--- config.mk ---
export PLATFORM = sky130hd
export DESIGN_NAME = pool_engine
export DESIGN_NICKNAME = d
export VERILOG_FILES = /design/src/verilog/pool_pkg.sv /design/src/verilog/atom_deserializer.sv /design/src/verilog/line_control.sv /design/src/verilog/pool_engine.sv /design/src/verilog/result_serializer.sv /design/src/verilog/window_max.sv
export SDC_FILE = /design/constraint.sdc
export NUM_CORES = 1
export LEC_CHECK = 0
export BUFFER_PORTS_ARGS = -buffer_cell sky130_fd_sc_hd__buf_2
export CORE_AREA = 4 4 266 268
export CTS_CLUSTER_DIAMETER = 40
export CTS_CLUSTER_SIZE = 10
export DETAILED_ROUTE_END_ITERATION = 10
export DIE_AREA = 0 0 270 272
export PLACE_DENSITY = 0.78
export SYNTH_ARGS = -nofsm -noshare
export SYNTH_HDL_FRONTEND = slang
export SYNTH_SLANG_ARGS = --single-unit
--- constraint.sdc ---
create_clock -name clk -period 7.5 [get_ports clk]
set_input_delay 1.5 -clock clk [delete_from_list [all_inputs] [get_ports clk]]
set_output_delay 1.5 -clock clk [all_outputs]
set_load 0.05 [all_outputs]
--- src/verilog/pool_pkg.sv ---
`default_nettype none

package pool_pkg;

	localparam int LANES   = 16; // Channels per atom
	localparam int DATA_W  = 16; // One DMA word
	localparam int COUNT_W = 8;  // Window and line counters

	// Signed data word, one per lane
	typedef logic signed [DATA_W-1:0] lane_t;

	typedef logic [$clog2(LANES)-1:0] lane_idx_t; // Lane position inside an atom
	typedef logic [COUNT_W-1:0]       count_t;    // Atom or window count

	// 1x1x16 slice of channels, lane 0 in the low word
	typedef lane_t [LANES-1:0] atom_t;

	// Static line configuration
	typedef struct packed {
		count_t window; // Atoms per window, also the stride
		count_t o_side; // Windows per line
	} pool_cfg_t;

	typedef enum logic {
		LINE_IDLE,
		LINE_BUSY
	} line_state_t;

endpackage

`default_nettype wire

--- src/verilog/atom_deserializer.sv ---
`timescale 1ns/10ps
`default_nettype none

module atom_deserializer (
	input  wire                      clk,
	input  wire                      rst,
	input  wire                      i_busy,       // Line in progress
	input  wire  pool_pkg::lane_t    i_data,       // Serial word from DMA read port
	input  wire                      i_data_we,    // One strobe per word
	output pool_pkg::atom_t          o_atom,       // Collected atom
	output logic                     o_atom_valid  // One-cycle pulse per atom
);

	pool_pkg::lane_idx_t word_cnt; // Words taken in the current atom
	logic                accept;

	// Words outside a line are dropped
	assign accept = i_data_we & i_busy;

	// Control path
	always_ff @(posedge clk or posedge rst) begin
		if (rst) begin
			word_cnt     <= '0;
			o_atom_valid <= 1'b0;
		end else begin
			o_atom_valid <= 1'b0;
			if (!i_busy) begin
				word_cnt <= '0; // Realign lanes for the next line
			end else if (accept) begin
				word_cnt <= word_cnt + pool_pkg::lane_idx_t'(1); // Wraps after lane 15
				if (word_cnt == pool_pkg::lane_idx_t'(pool_pkg::LANES - 1))
					o_atom_valid <= 1'b1; // Sixteenth word seen
			end
		end
	end

	// Shift in from the top, first word lands in lane 0
	always_ff @(posedge clk) begin
		if (accept)
			o_atom <= {i_data, o_atom[pool_pkg::LANES-1:1]};
	end

endmodule

`default_nettype wire

--- src/verilog/line_control.sv ---
`timescale 1ns/10ps
`default_nettype none

module line_control (
	input  wire                      clk,
	input  wire                      rst,
	input  wire                      i_start,       // Line start pulse
	input  wire  pool_pkg::count_t   i_o_side,      // Windows per line
	input  wire                      i_window_done, // Result strobe from window_max
	output logic                     o_busy,        // High during a line
	output logic                     o_line_done    // Pulse on the last window
);

	pool_pkg::line_state_t state;
	pool_pkg::count_t      win_cnt; // Windows finished in this line
	logic                  last_win;

	assign o_busy = (state == pool_pkg::LINE_BUSY);

	// Final window of the line
	assign last_win = ((win_cnt + pool_pkg::count_t'(1)) == i_o_side);

	// Same cycle as the final result strobe, busy drops at the following edge
	assign o_line_done = o_busy & i_window_done & last_win;

	always_ff @(posedge clk or posedge rst) begin
		if (rst) begin
			state   <= pool_pkg::LINE_IDLE;
			win_cnt <= '0;
		end else begin
			case (state)
				pool_pkg::LINE_IDLE: begin
					win_cnt <= '0;
					if (i_start)
						state <= pool_pkg::LINE_BUSY;
				end
				pool_pkg::LINE_BUSY: begin
					if (i_window_done) begin
						if (last_win) begin
							state   <= pool_pkg::LINE_IDLE; // Line complete
							win_cnt <= '0;
						end else begin
							win_cnt <= win_cnt + pool_pkg::count_t'(1);
						end
					end
				end
				default: begin
					state <= pool_pkg::LINE_IDLE;
				end
			endcase
		end
	end

	// Start is only legal between lines
	a_start_idle: assert property (
		@(posedge clk) disable iff (rst)
		i_start |-> !o_busy
	) else $error("start pulse while a line is running");

endmodule

`default_nettype wire

--- src/verilog/pool_engine.sv ---
`timescale 1ns/10ps
`default_nettype none

module pool_engine (
	input  wire                       clk,
	input  wire                       rst,
	input  wire                       i_start,     // Line start pulse
	input  wire  pool_pkg::pool_cfg_t i_cfg,       // Stable during the line
	input  wire  pool_pkg::lane_t     i_data,      // DMA read word
	input  wire                       i_data_we,   // DMA read strobe
	output logic                      o_wr_en,     // DMA write strobe
	output pool_pkg::lane_t           o_wr_data,   // DMA write word
	output logic                      o_busy,
	output logic                      o_line_done
);

	pool_pkg::count_t cfg_window; // Atoms per window
	pool_pkg::count_t cfg_o_side; // Windows per line
	pool_pkg::atom_t  atom;
	logic             atom_valid;
	pool_pkg::atom_t  result;
	logic             result_valid;

	assign cfg_window = i_cfg.window;
	assign cfg_o_side = i_cfg.o_side;

	line_control line_control_i (
		.clk           (clk),
		.rst           (rst),
		.i_start       (i_start),
		.i_o_side      (cfg_o_side),
		.i_window_done (result_valid),
		.o_busy        (o_busy),
		.o_line_done   (o_line_done)
	);

	atom_deserializer atom_deserializer_i (
		.clk          (clk),
		.rst          (rst),
		.i_busy       (o_busy),
		.i_data       (i_data),
		.i_data_we    (i_data_we),
		.o_atom       (atom),
		.o_atom_valid (atom_valid)
	);

	window_max window_max_i (
		.clk            (clk),
		.rst            (rst),
		.i_busy         (o_busy),
		.i_window       (cfg_window),
		.i_atom         (atom),
		.i_atom_valid   (atom_valid),
		.o_result       (result),
		.o_result_valid (result_valid)
	);

	// Write-back of the last window outlives busy
	result_serializer result_serializer_i (
		.clk            (clk),
		.rst            (rst),
		.i_result       (result),
		.i_result_valid (result_valid),
		.o_wr_en        (o_wr_en),
		.o_wr_data      (o_wr_data)
	);

endmodule

`default_nettype wire

--- src/verilog/result_serializer.sv ---
`timescale 1ns/10ps
`default_nettype none

module result_serializer (
	input  wire                      clk,
	input  wire                      rst,
	input  wire  pool_pkg::atom_t    i_result,       // Window maxima
	input  wire                      i_result_valid, // Load strobe
	output logic                     o_wr_en,        // DMA write strobe
	output pool_pkg::lane_t          o_wr_data       // One lane per strobe
);

	pool_pkg::atom_t     res_buf;  // Latched maxima
	pool_pkg::lane_idx_t lane_idx; // Next lane to send
	logic                active;   // Write-back running
	logic                last_lane;

	assign last_lane = (lane_idx == pool_pkg::lane_idx_t'(pool_pkg::LANES - 1));

	always_ff @(posedge clk or posedge rst) begin
		if (rst) begin
			active   <= 1'b0;
			lane_idx <= '0;
			o_wr_en  <= 1'b0;
		end else begin
			o_wr_en <= active;
			if (active) begin
				lane_idx <= lane_idx + pool_pkg::lane_idx_t'(1);
				if (last_lane)
					active <= 1'b0;
			end
			// A new result may land on the edge that sends lane 15
			if (i_result_valid) begin
				active   <= 1'b1;
				lane_idx <= '0;
			end
		end
	end

	// Payload
	always_ff @(posedge clk) begin
		if (i_result_valid)
			res_buf <= i_result;
		o_wr_data <= res_buf[lane_idx]; // Old buffer still read on a reload edge
	end

	// No back-pressure, so a window result must not cut a write-back short
	a_no_overrun: assert property (
		@(posedge clk) disable iff (rst)
		i_result_valid |-> (!active || last_lane)
	) else $error("result arrived during write-back");

endmodule

`default_nettype wire

--- src/verilog/window_max.sv ---
`timescale 1ns/10ps
`default_nettype none

module window_max (
	input  wire                      clk,
	input  wire                      rst,
	input  wire                      i_busy,        // Line in progress
	input  wire  pool_pkg::count_t   i_window,      // Atoms per window
	input  wire  pool_pkg::atom_t    i_atom,        // Atom from deserializer
	input  wire                      i_atom_valid,  // One pulse per atom
	output pool_pkg::atom_t          o_result,      // Per-lane maxima
	output logic                     o_result_valid // Window complete
);

	pool_pkg::count_t atom_cnt;  // Atoms already folded into the window
	pool_pkg::count_t atom_next;
	pool_pkg::atom_t  max_next;  // Maxima including the incoming atom
	logic             take;
	logic             first;     // Incoming atom opens a window
	logic             last;      // Incoming atom closes a window

	assign take      = i_atom_valid & i_busy;
	assign atom_next = atom_cnt + pool_pkg::count_t'(1);
	assign first     = (atom_cnt == '0);
	assign last      = (atom_next == i_window);

	// Per-lane signed compare
	always_comb begin
		for (int l = 0; l < pool_pkg::LANES; l++) begin
			if (first || (i_atom[l] > o_result[l]))
				max_next[l] = i_atom[l]; // New maximum or window start
			else
				max_next[l] = o_result[l];
		end
	end

	// Window count and result strobe
	always_ff @(posedge clk or posedge rst) begin
		if (rst) begin
			atom_cnt       <= '0;
			o_result_valid <= 1'b0;
		end else begin
			o_result_valid <= 1'b0;
			if (!i_busy) begin
				atom_cnt <= '0;
			end else if (take) begin
				if (last) begin
					atom_cnt       <= '0; // Stride equals window, no overlap
					o_result_valid <= 1'b1;
				end else begin
					atom_cnt <= atom_next;
				end
			end
		end
	end

	// Running maxima, held for the serializer until the next atom
	always_ff @(posedge clk) begin
		if (take)
			o_result <= max_next;
	end

	// A zero window would never close and the line would hang
	a_window_nonzero: assert property (
		@(posedge clk) disable iff (rst)
		i_busy |-> (i_window != '0)
	) else $error("window length is zero during a line");

endmodule

`default_nettype wire
==> flow_metrics.py <==
metrics = {
    "run_status": {
        "status": "finished, final reports clean",
    },
    "sta": {
        "whs_ns": 0.437,
        "final.setup.tns_ns": 0,
        "fin_crit_ns": 4.53,
        "slew_violations": 0,
        "slew_headroom": 0.246,
        "finalHoldViolCount": 0,
        "setup_violations": 0,
        "worst_pin_slew_ns": 1.13,
        "clock.fmax_mhz": 221,
        "rsz0062_at_grt": "no",
        "fin_skew_ns": 0.0246,
        "period_share": 0.604,
    },
    "global_route": {
        "overflow": 0,
        "antenna_found_initial": 2,
        "grt_pass1_wl_um": 102000,
        "grt_pass1_vias": 18800,
        "grt_usage": 0.178,
        "grt_max_degree": 151,
    },
    "clock_network": {
        "cts_root_buffer": "clkbuf_16",
        "ctsLongestPathBuffers": 3,
        "post_cts_buffers": 0,
        "cts_tree": "yes",
        "clkSinkCount": 813,
        "cts.repair.resized": 0,
        "cts_hold_buf": 0,
        "htreeDepth": 3,
        "clkLatencyLatePin_ns": 0.64,
        "cts_made_buffers": 104,
        "path_clk_slew_ns": 0.05,
    },
    "critical_path": {
        "worstSetupStartpointType": "input pin",
        "crit_fanout": 4,
        "end_kind": "output port",
        "worstSetupPathType": "input pin to output port",
        "cp.arrival_ns": 3.03,
        "required_ns": 6.00,
    },
    "cells_and_area": {
        "diodes": 0,
        "stdcell_count": 3119,
        "area_growth_pct": 13.8,
        "fin_nets": 2458,
        "nFillCells": 4931,
        "final_layout_size_suffix_gt1_frac": 0.139,
    },
    "hold_path": {
        "holdCritPathClass": "register to register",
    },
    "logic_synthesis": {
        "synth-edff-count": 768,
        "yosys.area.top_type_share": 0.681,
        "synth_ff_type": "edfxtp_1",
        "synthDistinctLibCells": 61,
        "synth_top_cell_by_area": "edfxtp_1",
        "synthesis.area_mm2": 0.0339,
        "synth-seq-area-share": 0.712,
        "syn_nets": 2307,
        "ys_ff_latch": 813,
        "netlist_instances": 2010,
        "yosys-top-cells-area": "edfxtp_1 (68%), ha_1 (9.6%), mux4_2 (4.7%), inv_1 (2.9%), dfrtp_1 (2.1%)",
        "avgSynthCellArea_um2": 16.8,
        "yosys_warnings": 0,
        "synth-async-reset-ratio": 0.0357,
    },
    "pwr": {
        "leakagePower_nw": 14.5,
        "power_density_mw_per_mm2": 283,
        "peakVddDrop_uv": 234,
        "power_mw": 10.9,
    },
    "detailed_routing": {
        "wirelength_um": 65400,
        "dr.pass1.iters": 6,
        "drt_iter0_markers": 1594,
        "vias_per_cell": 5.56,
        "antenna_left": 0,
        "num_vias": 17300,
        "wl_per_cell_um": 21.0,
        "drc": 0,
    },
    "floorplan": {
        "start_util": 0.496,
        "die_y_um": 272,
        "die-area_mm2": 0.0734,
        "fp.dieW_um": 270,
        "num_rows": 96,
        "io_pins": 55,
        "core-area_mm2": 0.0683,
    },
    "place": {
        "port_buffers": 54,
        "gp_congestion": 0.824,
        "hpwl_um": 43800,
        "dp.cells": 2936,
    },
    "flow_run": {
        "drv_cap": 0,
    },
}
[state kept, by name, summed over array words and instances, names as in the netlist]
signal                            count
result_serializer_i.active            1
atom_deserializer_i.word_cnt          4
window_max_i.o_result               256
result_serializer_i.o_wr_data        16
result_serializer_i.res_buf         256
result_serializer_i.o_wr_en           1
atom_deserializer_i.o_atom_valid      1
window_max_i.o_result_valid           1
atom_deserializer_i.o_atom          256
result_serializer_i.lane_idx          4
window_max_i.atom_cnt                 8
line_control_i.win_cnt                8
line_control_i.o_busy                 1
[power breakdown]
group / switching (mW) / internal (mW) / total [mW]
Sequential: 0.156 / 5.19 / 5.35
Combinational: 0.519 / 0.375 / 0.893
Clock: 1.78 / 2.88 / 4.66
Total: 2.45 / 8.45 / 10.9
[Yosys cell counts (29+ instances only)]
| library cell | number |
|---|---|
| edfxtp_1 | 768 |
| inv_1 | 262 |
| ha_1 | 261 |
| a21oi_1 | 97 |
| mux4_2 | 71 |
| nand4_1 | 63 |
| nand2_1 | 61 |
| nand3_1 | 38 |
| xnor2_1 | 35 |
| nor2_1 | 30 |
| dfrtp_1 | 29 |
[per-layer routing]
layer  up-vias  track usage  wire length, um
li1       8012            -                -
met1      8708        0.221            26100
met2       500        0.324            34500
met3       121       0.0316             3200
met4         0       0.0506             1630
met5         -            0                0
[cells in the final DEF (no fill, tap or decap), drive strengths merged, types with 23 or more instances in the layout]
| master | instances |
|---|---|
| edfxtp | 768 |
| inv | 266 |
| ha | 261 |
| clkbuf | 153 |
| a21oi | 97 |
| mux4 | 80 |
| buf | 77 |
| nand4 | 63 |
| nand2 | 61 |
| nand3 | 40 |
| xnor2 | 35 |
| nor2 | 31 |
| dfrtp | 29 |
| o21ai | 27 |
| nor3 | 24 |
| nor2b | 23 |
[final timing paths]
kind	startpoint	cells past startpoint	end	slack, ns
setup / recovery	i_cfg[3]	8	o_line_done	2.97
hold / removal	window_max_i.o_result[134]$_DFFE_PP_	0	result_serializer_i.res_buf[134]$_DFFE_PP_	0.44
setup reg to reg	line_control_i.o_busy$_DFF_PP0_	3	window_max_i.o_result[186]$_DFFE_PP_	3.62
hold reg to reg	window_max_i.o_result[134]$_DFFE_PP_	0	result_serializer_i.res_buf[134]$_DFFE_PP_	0.44
max in group asynchronous	rst	3	window_max_i.o_result_valid$_DFF_PP0_	6.14
min in group asynchronous	rst	2	line_control_i.win_cnt[5]$_DFFE_PP0P_	0.86
[worst max-delay path, cell delays in order]
cell and delay [ns]:
buf_2 0.10, xor2_1 0.14, xnor2_1 0.14, nor3_1 0.19, nand3_1 0.24, nor3_1 0.27
and3_1 0.18, buf_2 0.26
[metrics by stage]
| step | cell area, um2 | utilization | setup WS [ns] |
|---|---|---|---|
| 6_report | 38500 | 0.564 | 2.97 |
| 5_1_grt | 38500 | 0.564 | 2.89 |
| 4_1_cts | 38500 | 0.563 | 2.98 |
| 3_5_place_dp | 35200 | 0.516 | 2.99 |
| 3_3_place_gp | 35200 | 0.516 | 3.06 |
| 2_1_floorplan | 33900 | - | 1.96 |
[cell families after synthesis]
logic type | Yosys count | synth area share
compound gates | 221 | 0.0418
xor+xnor | 49 | 0.0127
fa+ha+maj | 261 | 0.0964
buf+inv | 294 | 0.0361
flops | 813 | 0.712
mux | 87 | 0.0563
simple gates | 285 | 0.0449
[cell type report]
type                    instances  area (um2)  area share
clock buffers                 153        2990      0.0777
clock inverters                29         274     0.00711
inverters                     262         983      0.0255
multi-input cells             903        8590       0.223
flip-flops and latches        813       24100       0.626
well taps                     882        1100      0.0286
repair buffers                 77         475      0.0123
No activity file was read; power rests on OpenSTA's default activity.
